File: src/logic/wrr_pkg.sv
`default_nettype none

package wrr_pkg;

	// ************************************************************
	// sizes
	// ************************************************************

	// number of requesters sharing the resource
	localparam int NUM_REQ = 8;

	// pointer wide enough to index every requester
	localparam int PTR_W = (NUM_REQ > 1) ? $clog2(NUM_REQ) : 1;

	// width of one weight and of one credit counter
	localparam int WEIGHT_W = 4;

	// ************************************************************
	// types
	// ************************************************************

	// one bit per requester, used for requests, picks, grants and flags
	typedef logic [NUM_REQ-1:0] req_vec_t;

	// index of the requester that currently has the highest priority
	typedef logic [PTR_W-1:0] ptr_t;

	// a credit count or a configured weight
	typedef logic [WEIGHT_W-1:0] credit_t;

	// weight[i] is the number of turns requester i gets per round
	typedef struct packed {
		credit_t [NUM_REQ-1:0] weight;
	} wrr_cfg_t;

endpackage

`default_nettype wire

File: src/logic/credit_bank.sv
`timescale 1ns/1ns
`default_nettype none

module credit_bank
	import wrr_pkg::*;
(
	input wire clk,
	input wire rst_n,
	input wire req_vec_t req,
	input wire req_vec_t grant,
	input wire wrr_cfg_t cfg,
	output req_vec_t credit_empty_next
);

	// one counter per requester, index i belongs to requester i
	credit_t [NUM_REQ-1:0] credit_q;
	credit_t [NUM_REQ-1:0] credit_next;

	// every counter has run dry, so the whole bank refills from cfg
	logic reload;

	// requesters that hold the grant, still request and have credit left
	req_vec_t spend;

	// set where the current counter is zero
	req_vec_t credit_zero;

	// ************************************************************
	// reload and spend conditions
	// ************************************************************

	always_comb
	begin
		for (int i = 0; i < NUM_REQ; i++)
		begin
			credit_zero[i] = (credit_q[i] == '0);
		end
	end

	assign reload = &credit_zero;

	// a requester that drops its request while granted keeps its credit,
	// and an empty counter does not wrap around
	assign spend = grant & req & ~credit_zero;

	// ************************************************************
	// next credit per requester
	// ************************************************************

	always_comb
	begin
		for (int i = 0; i < NUM_REQ; i++)
		begin
			if (reload)
			begin
				credit_next[i] = cfg.weight[i];
			end
			else if (spend[i])
			begin
				credit_next[i] = credit_q[i] - 1'b1;
			end
			else
			begin
				credit_next[i] = credit_q[i];
			end
		end
	end

	// the pointer logic only needs to know which counters end up empty
	always_comb
	begin
		for (int i = 0; i < NUM_REQ; i++)
		begin
			credit_empty_next[i] = (credit_next[i] == '0);
		end
	end

	// ************************************************************
	// counter registers
	// ************************************************************

	// all counters start empty, so the first cycle out of reset reloads
	always_ff @(posedge clk or negedge rst_n)
	begin
		if (!rst_n)
		begin
			credit_q <= '0;
		end
		else
		begin
			credit_q <= credit_next;
		end
	end

endmodule

`default_nettype wire

File: src/logic/grant_pointer_ctrl.sv
`timescale 1ns/1ns
`default_nettype none

module grant_pointer_ctrl
	import wrr_pkg::*;
(
	input wire clk,
	input wire rst_n,
	input wire req_vec_t pick,
	input wire req_vec_t credit_empty_next,
	output req_vec_t grant,
	output ptr_t ptr
);

	req_vec_t grant_next;
	ptr_t ptr_next;

	// ************************************************************
	// grant
	// ************************************************************

	// the requester holding the grant now cannot win the next cycle,
	// which leaves a zero grant when it is the only candidate
	assign grant_next = pick & ~grant;

	always_ff @(posedge clk or negedge rst_n)
	begin
		if (!rst_n)
		begin
			grant <= '0;
		end
		else
		begin
			grant <= grant_next;
		end
	end

	// ************************************************************
	// priority pointer
	// ************************************************************

	// the pointer moves past the granted requester once its credit
	// runs out and otherwise stays put, also when nobody holds the grant
	always_comb
	begin
		ptr_next = ptr;
		for (int i = 0; i < NUM_REQ; i++)
		begin
			if (grant[i] && credit_empty_next[i])
			begin
				if (i == NUM_REQ - 1)
				begin
					ptr_next = '0;
				end
				else
				begin
					ptr_next = ptr_t'(i + 1);
				end
			end
		end
	end

	always_ff @(posedge clk or negedge rst_n)
	begin
		if (!rst_n)
		begin
			ptr <= '0;
		end
		else
		begin
			ptr <= ptr_next;
		end
	end

endmodule

`default_nettype wire

File: src/logic/rotate_priority_picker.sv
`timescale 1ns/1ns
`default_nettype none

module rotate_priority_picker
	import wrr_pkg::*;
(
	input wire req_vec_t req,
	input wire ptr_t ptr,
	output req_vec_t pick
);

	// requests with the pointed requester moved down to bit zero
	req_vec_t rot_req;

	// lowest set bit of rot_req, still in rotated order
	req_vec_t rot_pick;

	// set once the scan has found its winner
	logic found;

	// maps an offset from the pointer back to a requester index
	function automatic int wrap_index(input int idx);
		int wrapped;
		wrapped = idx;
		if (wrapped >= NUM_REQ)
		begin
			wrapped = wrapped - NUM_REQ;
		end
		return wrapped;
	endfunction

	// ************************************************************
	// rotate right by ptr
	// ************************************************************

	always_comb
	begin
		rot_req = '0;
		for (int j = 0; j < NUM_REQ; j++)
		begin
			rot_req[j] = req[wrap_index(j + int'(ptr))];
		end
	end

	// ************************************************************
	// take the first request at or above the pointer
	// ************************************************************

	always_comb
	begin
		rot_pick = '0;
		found = 1'b0;
		for (int j = 0; j < NUM_REQ; j++)
		begin
			if (rot_req[j] && !found)
			begin
				rot_pick[j] = 1'b1;
				found = 1'b1;
			end
		end
	end

	// ************************************************************
	// rotate the winner back left by ptr
	// ************************************************************

	// with no request at all rot_pick is zero and so is pick
	always_comb
	begin
		pick = '0;
		for (int j = 0; j < NUM_REQ; j++)
		begin
			pick[wrap_index(j + int'(ptr))] = rot_pick[j];
		end
	end

endmodule

`default_nettype wire

File: src/logic/wrr_arbiter.sv
`timescale 1ns/1ns
`default_nettype none

module wrr_arbiter
	import wrr_pkg::*;
(
	input wire clk,
	input wire rst_n,
	input wire req_vec_t req,
	input wire wrr_cfg_t cfg,
	output req_vec_t grant
);

	// ************************************************************
	// internal connections
	// ************************************************************

	// combinational winner for the current pointer
	req_vec_t pick;

	// current highest-priority index
	ptr_t ptr;

	// set where a requester's credit will be zero after this edge
	req_vec_t credit_empty_next;

	// ************************************************************
	// blocks
	// ************************************************************

	rotate_priority_picker u_picker (
		.req  (req),
		.ptr  (ptr),
		.pick (pick)
	);

	// the bank sees the registered grant, so a credit is spent in the
	// cycle where the grant is actually held
	credit_bank u_credit_bank (
		.clk               (clk),
		.rst_n             (rst_n),
		.req               (req),
		.grant             (grant),
		.cfg               (cfg),
		.credit_empty_next (credit_empty_next)
	);

	grant_pointer_ctrl u_grant_ctrl (
		.clk               (clk),
		.rst_n             (rst_n),
		.pick              (pick),
		.credit_empty_next (credit_empty_next),
		.grant             (grant),
		.ptr               (ptr)
	);

endmodule

`default_nettype wire

File: config.mk
export PLATFORM = sky130hd
export DESIGN_NAME = wrr_arbiter
export DESIGN_NICKNAME = d
export VERILOG_FILES = /design/src/logic/wrr_pkg.sv /design/src/logic/credit_bank.sv /design/src/logic/grant_pointer_ctrl.sv /design/src/logic/rotate_priority_picker.sv /design/src/logic/wrr_arbiter.sv
export SDC_FILE = /design/constraint.sdc
export NUM_CORES = 1
export LEC_CHECK = 0
export BUFFER_PORTS_ARGS = -buffer_cell sky130_fd_sc_hd__buf_2
export CAP_MARGIN = 10
export CELL_PAD_IN_SITES_DETAIL_PLACEMENT = 1
export CELL_PAD_IN_SITES_GLOBAL_PLACEMENT = 1
export CORE_MARGIN = 2
export CORE_UTILIZATION = 46
export CTS_CLUSTER_DIAMETER = 80
export DETAILED_ROUTE_END_ITERATION = 12
export PLACE_DENSITY = 0.9
export SYNTH_ARGS = -nofsm -noshare
export SYNTH_HDL_FRONTEND = slang
export SYNTH_HIERARCHICAL = 1
export SYNTH_SLANG_ARGS = --single-unit
File: constraint.sdc
create_clock -name clk -period 4.65 [get_ports clk]
set_clock_uncertainty 0.1 [all_clocks]
set_input_delay 0.93 -clock clk [delete_from_list [all_inputs] [get_ports clk]]
set_output_delay 0.93 -clock clk [all_outputs]
set_load 0.005 [all_outputs]
# After elaboration in Yosys (flattened, before gate mapping)

Cells that the tools add are included.

Word-level logic and storage cells: 204
Input bits: 42
Bits in registers: 43

Magnitude comparators: 24
Mux-type cells: 93
Bitwise operators: 6
$add $sub $neg: 23
Reductions and logical operators: 48

Operators by type and width:

| operator                                                                              | number |
|---|---|
| 32-bit by 1-bit greater-or-equal comparator with 1-bit output (second input constant) | 8 |
| 32-bit by 5-bit less-than comparator with 1-bit output (second input constant)        | 8 |
| 32-bit two-way mux                                                                    | 8 |
| 32-bit by 5-bit greater-or-equal comparator with 1-bit output (second input constant) | 7 |
| 32-bit by 5-bit subtractor with 32-bit output (second input constant)                 | 7 |
| 4-bit logical NOT                                                                     | 16 |
| 4-bit two-way mux                                                                     | 16 |
| 8-bit bitwise mux                                                                     | 7 |
| 1-bit two-way mux                                                                     | 38 |
| 8-bit bitwise AND                                                                     | 4 |
| 4-bit by 1-bit subtractor with 4-bit output (second input constant)                   | 8 |
| 1-bit binary-select mux with 3-bit select                                             | 8 |
| 1-bit demux with 3-bit select                                                         | 8 |
| 3-bit two-way mux                                                                     | 8 |
| 1-bit logical AND                                                                     | 23 |
| 3-bit by 3-bit adder with 4-bit output (first input constant)                         | 4 |
| 8-bit NOT                                                                             | 2 |
| 2-bit by 3-bit adder with 4-bit output (first input constant)                         | 2 |
| 8-bit AND reduction                                                                   | 1 |
| 8-bit nonzero test                                                                    | 1 |
| 1-bit logical NOT                                                                     | 7 |
| 3-bit by 4-bit subtractor with 5-bit output (second input constant)                   | 1 |
| 1-bit by 3-bit adder with 4-bit output (first input constant)                         | 1 |
| 3-bit by 4-bit greater-or-equal comparator with 1-bit output (second input constant)  | 1 |

# Logic depth before layout (Yosys ltp)

Gate-level depths: netlist of the first run.

Depth in word-level cells: 29
Mapped depth: 14

# Cells and area by module

Netlist of the first run, hierarchy kept.

By module, submodules not included:

| module                 | area each (um^2) | times used | cells each |
|---|---|---|---|
| credit_bank            | 2233.4           | 1          | 214 |
| rotate_priority_picker | 1462.7           | 1          | 184 |
| grant_pointer_ctrl     | 470.5            | 1          | 37 |

# Least setup slack after synthesis of the first run

No wires, ideal clock.

Path type: register to register
From: register u_grant_ctrl.ptr[0]
To: register u_grant_ctrl.grant[1]
Clock period less this slack: 3.470 ns
Setup slack: 1.180 ns
Arrival: 3.251 ns
Cell stages (with the launch flop): 15
Path buffers: 4
Cells stage by stage: dfrtp_1 > buf_6 > inv_1 > clkbuf_1 > ha_1 > buf_2 > mux2i_1 > mux4_2 > a32o_1 > and4_1 > clkbuf_1 > nand2b_1 > o32ai_1 > a31oi_1 > and2b_2

Word-level cells in the longest chain between the ends: 29
Elaborated cells on any way between the ends: 132

RTL lines:

| element                                                                                | line                         | RTL |
|---|---|---|
| start, declared                                                                        | grant_pointer_ctrl.sv:12     | `output ptr_t ptr` |
| start signal, assigned                                                                 | grant_pointer_ctrl.sv:71     | `ptr <= ptr_next;` |
| branches (longest 27 deep; another with 32-bit by 5-bit subtractor with 32-bit output) | --                           |  |
| 8-bit bitwise mux *                                                                    | rotate_priority_picker.sv:73 | `pick[wrap_index(j + int'(ptr))] = rot_pick[j];` |
| net pick[1]                                                                            | wrr_arbiter.sv:19            | `req_vec_t pick;` |
| 8-bit bitwise AND *                                                                    | grant_pointer_ctrl.sv:24     | `assign grant_next = pick & ~grant;` |
| net u_grant_ctrl.grant_next[1]                                                         | grant_pointer_ctrl.sv:15     | `req_vec_t grant_next;` |
| end signal, assigned                                                                   | grant_pointer_ctrl.sv:34     | `grant <= grant_next;` |
| end, declared                                                                          | grant_pointer_ctrl.sv:11     | `output req_vec_t grant,` |

Mark *: on every way through the listed nets, which the timed path passes. The select of a mux whose other input is x is not followed.
A chain may end at the register's enable or synchronous reset.

==> results of run 1 <==
-- where the power goes --
| group | internal [W] | switching (W) |
|---|---|---|
| Combinational | 0.000879 | 0.00117 |
| Sequential | 0.000554 | 0.000222 |
| Clock | 0.000160 | 0.000146 |
| Total | 0.00159 | 0.00153 |
-- worst max path at each step --
stage	slack (ns)	cells past startpoint	to	start
after floorplan	1.18	14	u_grant_ctrl/grant[1]$_DFF_PN0_	u_grant_ctrl/ptr[0]$_DFFE_PN0P_
after global placement	0.93	11	u_grant_ctrl/ptr[0]$_DFFE_PN0P_	u_credit_bank/credit_q[4]$_DFF_PN0_
after detailed placement	0.72	10	u_grant_ctrl/grant[2]$_DFF_PN0_	u_grant_ctrl/ptr[1]$_DFFE_PN0P_
after CTS	0.66	10	u_grant_ctrl/grant[1]$_DFF_PN0_	u_grant_ctrl/ptr[1]$_DFFE_PN0P_
after global routing	0.31	10	u_grant_ctrl/grant[1]$_DFF_PN0_	u_grant_ctrl/ptr[1]$_DFFE_PN0P_
final	0.62	11	u_grant_ctrl/ptr[0]$_DFFE_PN0P_	u_credit_bank/credit_q[4]$_DFF_PN0_
-- cells in the mapped netlist, types with 3 or more instances --
| cell | number | area (um^2) |
|---|---|---|
| dfrtp_1 | 43 | 1080 |
| inv_1 | 31 | 116 |
| nand2_1 | 31 | 116 |
| nor2_1 | 28 | 105 |
| ha_1 | 23 | 288 |
| mux2_2 | 21 | 236 |
| nand3_1 | 20 | 100 |
| mux2i_1 | 18 | 180 |
| nor3_1 | 17 | 85.1 |
| mux2_4 | 16 | 240 |
| a21oi_1 | 15 | 75.1 |
| nor2b_1 | 13 | 81.3 |
| xnor2_1 | 11 | 96.3 |
| mux4_2 | 9 | 203 |
| nor4_2 | 8 | 100 |
| o21ai_1 | 8 | 40.0 |
| clkbuf_1 | 7 | 26.3 |
| nor4_1 | 7 | 43.8 |
| o21ai_0 | 7 | 35.0 |
| nand4_1 | 6 | 37.5 |
| nor3b_1 | 6 | 45.0 |
| a22oi_1 | 5 | 37.5 |
| nand2b_1 | 5 | 31.3 |
| o32ai_1 | 5 | 43.8 |
| and2_1 | 4 | 25.0 |
| buf_2 | 4 | 20.0 |
| a211o_1 | 3 | 26.3 |
| a31oi_1 | 3 | 18.8 |
| and3_1 | 3 | 18.8 |
| mux4_1 | 3 | 78.8 |
| nor3b_2 | 3 | 37.5 |
-- flip-flops by register name, indices dropped and copies added (netlist names) --
signal,flops
u_grant_ctrl/grant,8
u_grant_ctrl/ptr,3
u_credit_bank/credit_q,32
-- layer usage --
| layer | track usage (%) | vias to the layer above |
|---|---|---|
| met2 | 50.5 | 189 |
| met3 | 3.51 | 56 |
| met4 | 12.4 | 0 |
| li1 | - | 1699 |
| met5 | 0 | - |
| met1 | 36.1 | 1918 |
-- metrics by stage --
stage | instance area [um^2] | worst slack, ns
after floorplan | 4170 | 1.18
after global placement | 4450 | 0.927
after detailed placement | 4450 | 0.718
after CTS | 4560 | 0.657
after global routing | 4560 | 0.306
final | 4560 | 0.624
-- worst max-delay path, delay by kind of cell (launching register included) --
family	cells	cell delay (ns)
and+or+nand+nor	5	1.89
DFF	1	0.40
muxes	2	0.62
AOI/OAI and AO/OA	1	0.20
buffers and inverters	2	0.49
adders and majority gates	1	0.20
-- logic make-up (layout without fill, tap and decap cells) --
kind of cell,Yosys count,in the layout,synth area share (%)
AND/OR/NAND/NOR,167,167,23.2
AO/OA/AOI/OAI,73,73,12.6
multiplexers,67,67,22.5
buffers and inverters,49,94,6.28
flip-flops,43,43,25.8
adder cells (fa/ha/maj),23,23,6.91
XOR/XNOR,13,13,2.73
-- layout make-up --
class | instances | area, um^2 | share of cell area, %
inverter | 31 | 116 | 2.55
clock inverter | 3 | 43.8 | 0.960
sequential | 43 | 1080 | 23.6
multi-input combinational | 343 | 2830 | 62.0
timing repair buffer | 55 | 290 | 6.37
tap | 108 | 135 | 2.96
clock buffer | 5 | 68.8 | 1.51
==> results.py, run 1 <==
metrics = {
    "finish": {
        "nets": 544,
        "final_common_cell": "buf_2",
        "mostFrequentLayoutCells": "49 x buf_2, 43 x dfrtp_1, 31 x inv_1, 31 x nand2_1, 28 x nor2_1",
        "fin_cells": 588,
        "nFillCells": 1012,
        "drive_above_1_share_pct": 27.3,
        "n_antenna_cell": 0,
        "fin_util_pct": 52.0,
        "area_growth_pct": 9.43,
    },
    "routing": {
        "viasPerCell": 6.57,
        "wl_per_cell_um": 23.4,
        "routed.top_layer": "met4",
        "via_count": 3862,
        "met3_length_um": 762,
        "ant_nets": 0,
        "wl_met1_mm": 5.47,
        "first_pass_iters": 5,
        "drc": 0,
        "drt-total-wl_mm": 13.8,
        "route.met2.wl_mm": 6.90,
        "drtIter0Drc": 320,
    },
    "cts": {
        "cts_made_buffers": 5,
        "cts_resized": 0,
        "clock_latency_ns": 0.30,
        "root_buffer": "clkbuf_8",
        "clock-sinks": 43,
        "hold_buffers": 0,
        "cts_setup_buffers": 0,
        "clockBufferDepth": 2,
        "ctsHtreeMaxLevel": 2,
        "cts_tree": "built",
        "clkSlewWorstSetupHoldPaths_ns": 0.09,
    },
    "grt": {
        "grt_pass1_vias": 4093,
        "antenna_found_initial": 0,
        "grt_max_degree": 44,
        "grt_pass1_wl_mm": 22.5,
        "track_usage_pct": 28.9,
        "overflow": 0,
    },
    "hold_path": {
        "min-delay-path-class": "flip-flop to flip-flop",
        "hold-path-cell-count": 1,
        "worstHoldStart": "u_grant_ctrl/grant[5]$_DFF_PN0_",
        "min_to": "u_grant_ctrl/grant[5]$_DFF_PN0_",
    },
    "worst_setup_path": {
        "r2r_slack_ns": 0.62,
        "start_kind": "flip-flop",
        "end_kind": "flip-flop",
        "worst-r2r-cell-count": 11,
        "critPathMaxStageDelay_ns": 0.69,
        "crit_fanout": 24,
        "crit_path_frequent_cell": "mux2_4",
        "rr_startpoint": "u_credit_bank/credit_q[4]$_DFF_PN0_",
        "worstPathArrival_ns": 4.12,
        "crit_type": "flip-flop to flip-flop",
        "cp.required_ns": 4.74,
        "path_cells": "inv_1 -> ha_1 -> nor3b_1 -> nand4_1 -> or2_1 -> buf_4 -> mux2_4 -> nor4_2 -> a22oi_1 -> and3_4 -> mux2_4",
        "cp_slowest_cell": "or2_1",
        "rr_endpoint": "u_grant_ctrl/ptr[0]$_DFFE_PN0P_",
    },
    "synth": {
        "synth_edf_count": 0,
        "synthesis.nets": 500,
        "synth_cell_types": 70,
        "syn_inst": 435,
        "syn_avg_cell_area_um2": 9.58,
        "ys_async_sr_fraction_pct": 100,
        "ys_seq_area_share_pct": 25.8,
        "yosys_warnings": 6,
        "ys_seq_elements": 43,
        "ys.flop_type": "dfrtp_1",
        "synthesis.area_mm2": 0.00417,
    },
    "pwr": {
        "power_density_mw_per_mm2": 686,
        "ir_drop_uv": 339,
        "p_leak_nw": 2.04,
        "total_power_w": 0.00313,
    },
    "flow_run": {
        "max_cap_viol_count": 0,
    },
    "timing": {
        "tightest_slew_ns": 1.19,
        "fmax_mhz": 248,
        "maxSlewHeadroom_pct": 20.9,
        "setup_violations": 0,
        "timing.hold.ws_ns": 0.487,
        "min_period_ns": 4.03,
        "period_share_pct": 86.6,
        "rsz0062_at_grt": "false",
        "hold_viol": 0,
        "drv_slew": 0,
        "setup_tns_ns": 0,
    },
    "die": {
        "rows": 34,
        "die_h_um": 99.2,
        "fp.coreArea_mm2": 0.00876,
        "start_util_pct": 47.5,
        "io_pins": 50,
        "dieArea_mm2": 0.00983,
        "dieWidth_um": 99.2,
    },
    "placement": {
        "port_buffers": 49,
        "dpl.hpwl_mm": 10.1,
        "dp_cells": 580,
        "place_congestion": 0.981,
    },
    "run_status": {
        "status": "completed",
    },
}
No activity file was read; power rests on OpenSTA's default activity.
==> run 2: changes to the inputs <==
- CORE_MARGIN: 2 -> not set
==> run 2 against run 1 <==
  * Total power down 2.9%
  * Setup slack better by 0.022 ns
  * Combinational power about the same
  * Wire length down 7.4%
  * Register-to-register slack better by 0.02 ns
  * Final cell count unchanged
  * Final area down 0.69%
  * Core utilization down 0.36 points
==> results.py, run 2 (same netlist as run 1, synthesis figures left out) <==
metrics = {
    "run_status": {
        "status": "completed",
    },
    "placement": {
        "port_buffers": 49,
        "dp_cells": 580,
        "place_congestion": 0.976,
        "dpl.hpwl_mm": 9.87,
        "place_ws_ns": 0.743,
    },
    "worst_setup_path": {
        "crit_fanout": 24,
        "crit_type": "flip-flop to flip-flop",
        "worstPathArrival_ns": 4.09,
        "end_kind": "flip-flop",
        "crit_buf_inv": 2,
        "critPathMaxStageDelay_ns": 0.90,
        "cp_top_family": "simple AND/OR/NAND/NOR gates",
        "path_cells": "inv_1 -> ha_1 -> nor3b_2 -> nand4_1 -> or2_1 -> buf_4 -> mux2_2 -> nor4_2 -> a22oi_1 -> and3_4 -> mux2_4",
        "cp.required_ns": 4.73,
        "cp_slowest_cell": "or2_1",
        "start_kind": "flip-flop",
    },
    "pwr": {
        "p_leak_nw": 2.03,
        "swShare_pct": 49.3,
        "power_density_mw_per_mm2": 670,
        "ir_drop_uv": 285,
        "switching_power_w": 0.00150,
        "pwr-share-seq_pct": 24.9,
        "p_int_w": 0.00154,
        "comb_power_share_pct": 67.3,
        "clockPowerShare_pct": 7.8,
    },
    "routing": {
        "viasPerCell": 6.35,
        "wl_per_cell_um": 21.7,
        "drt-total-wl_mm": 12.7,
        "first_pass_iters": 4,
        "via_count": 3734,
        "ant_nets": 0,
        "drtIter0Drc": 212,
        "drc": 0,
    },
    "timing": {
        "maxSlewHeadroom_pct": 23.1,
        "min_period_ns": 4.00,
        "layout_setup_ws_ns": 0.646,
        "drv_slew": 0,
        "setup_tns_ns": 0,
        "hold_viol": 0,
        "fmax_mhz": 250,
        "rsz0062_at_grt": "false",
        "period_share_pct": 86.1,
        "tightest_slew_ns": 1.15,
        "setup_violations": 0,
    },
    "die": {
        "fp.coreArea_mm2": 0.00876,
        "die_h_um": 97.2,
        "rows": 34,
        "start_util_pct": 47.5,
        "dieArea_mm2": 0.00944,
        "dieWidth_um": 97.2,
        "io_pins": 50,
    },
    "finish": {
        "mostFrequentLayoutCells": "49 x buf_2, 43 x dfrtp_1, 31 x inv_1, 31 x nand2_1, 28 x nor2_1",
        "n_antenna_cell": 0,
        "reg_top3": "u_credit_bank/credit_q: 32 flops, u_grant_ctrl/grant: 8 flops, u_grant_ctrl/ptr: 3 flops",
        "nets": 544,
        "largest_register_ffs": 32,
        "nFillCells": 1036,
        "regMostFlops": "u_credit_bank/credit_q",
        "final_common_cell": "buf_2",
        "fin_cells": 588,
        "area_growth_pct": 8.68,
        "drive_above_1_share_pct": 26.9,
    },
    "cts": {
        "clockBufferDepth": 2,
        "hold_buffers": 0,
        "cts_setup_buffers": 0,
        "clkSlewWorstSetupHoldPaths_ns": 0.09,
        "cts_tree": "built",
        "cts_made_buffers": 5,
        "cts_resized": 0,
        "clock_latency_ns": 0.30,
        "clock-sinks": 43,
        "ctsHtreeMaxLevel": 2,
        "root_buffer": "clkbuf_8",
    },
    "grt": {
        "overflow": 0,
        "track_usage_pct": 27.8,
        "antenna_found_initial": 0,
        "grt_max_degree": 44,
        "grt_pass1_vias": 4052,
        "grt_pass1_wl_mm": 21.2,
    },
    "flow_run": {
        "max_cap_viol_count": 0,
    },
    "hold_path": {
        "min-delay-path-class": "flip-flop to flip-flop",
    },
}
## run 2: changes by cell type in the layout (fill, tap and decap cells not counted)
cell / change
clkinv_4: -1
clkbuf_1: +2
bufinv_16: -1
## run 2: metal layers
metal  GRT usage (%)  up-vias  part of all wire, %
met2            46.9      158                   50
met1            35.2     1840                   42
met4            12.5        0                  3.5
met3            4.17       37                  4.9
li1                -     1699                    -
met5               0        -                    0
## run 2: power by group through the flow
stage                     combinational (W)  sequential, W  clock [W]
after floorplan                     0.00149       0.000693          0
after global placement              0.00186       0.000730          0
after detailed placement            0.00199       0.000758          0
after CTS                           0.00201       0.000751   0.000242
after global routing                0.00221       0.000778   0.000260
final                               0.00204       0.000757   0.000236
## run 2: path summary, 6_finish.rpt
kind	end	slack (ns)	depth (start not counted)	from
max in group asynchronous	u_grant_ctrl/ptr[1]$_DFFE_PN0P_	3.13	1	rst_n
min	u_grant_ctrl/grant[3]$_DFF_PN0_	0.48	1	u_grant_ctrl/grant[3]$_DFF_PN0_
max	u_grant_ctrl/ptr[0]$_DFFE_PN0P_	0.65	11	u_credit_bank/credit_q[8]$_DFF_PN0_
min reg2reg	u_grant_ctrl/grant[3]$_DFF_PN0_	0.48	1	u_grant_ctrl/grant[3]$_DFF_PN0_
max reg2reg	u_grant_ctrl/ptr[0]$_DFFE_PN0P_	0.65	11	u_credit_bank/credit_q[8]$_DFF_PN0_
min in group asynchronous	u_credit_bank/credit_q[14]$_DFF_PN0_	0.69	1	rst_n
## run 2: cell type report
type	count	area, um^2	area share, %
well taps	108	135	2.98
multi-input cells	343	2830	62.5
clock inverters	1	5.00	0.111
inverters	31	116	2.57
repair buffers	55	290	6.41
clock buffers	7	76.3	1.69
flip-flops and latches	43	1080	23.8
## run 2: per-stage QoR
stage	power (W)	utilization (%)	hold WS (ns)	cell area, um^2
6_report	0.00304	51.7	0.482	4530
5_1_grt	0.00325	51.7	0.502	4530
4_1_cts	0.00300	51.7	0.477	4530
3_5_place_dp	0.00275	50.7	0.472	4450
3_3_place_gp	0.00259	50.7	0.447	4450
2_1_floorplan	0.00218	-	0.395	4170
## run 2: worst reg2reg max path, stage by stage, from the launching register on
cell	delay, ns
dfrtp_1	0.36
inv_1	0.09
ha_1	0.25
nor3b_2	0.19
nand4_1	0.17
or2_1	0.90
buf_4	0.36
mux2_2	0.38
nor4_2	0.36
a22oi_1	0.22
and3_4	0.24
mux2_4	0.29
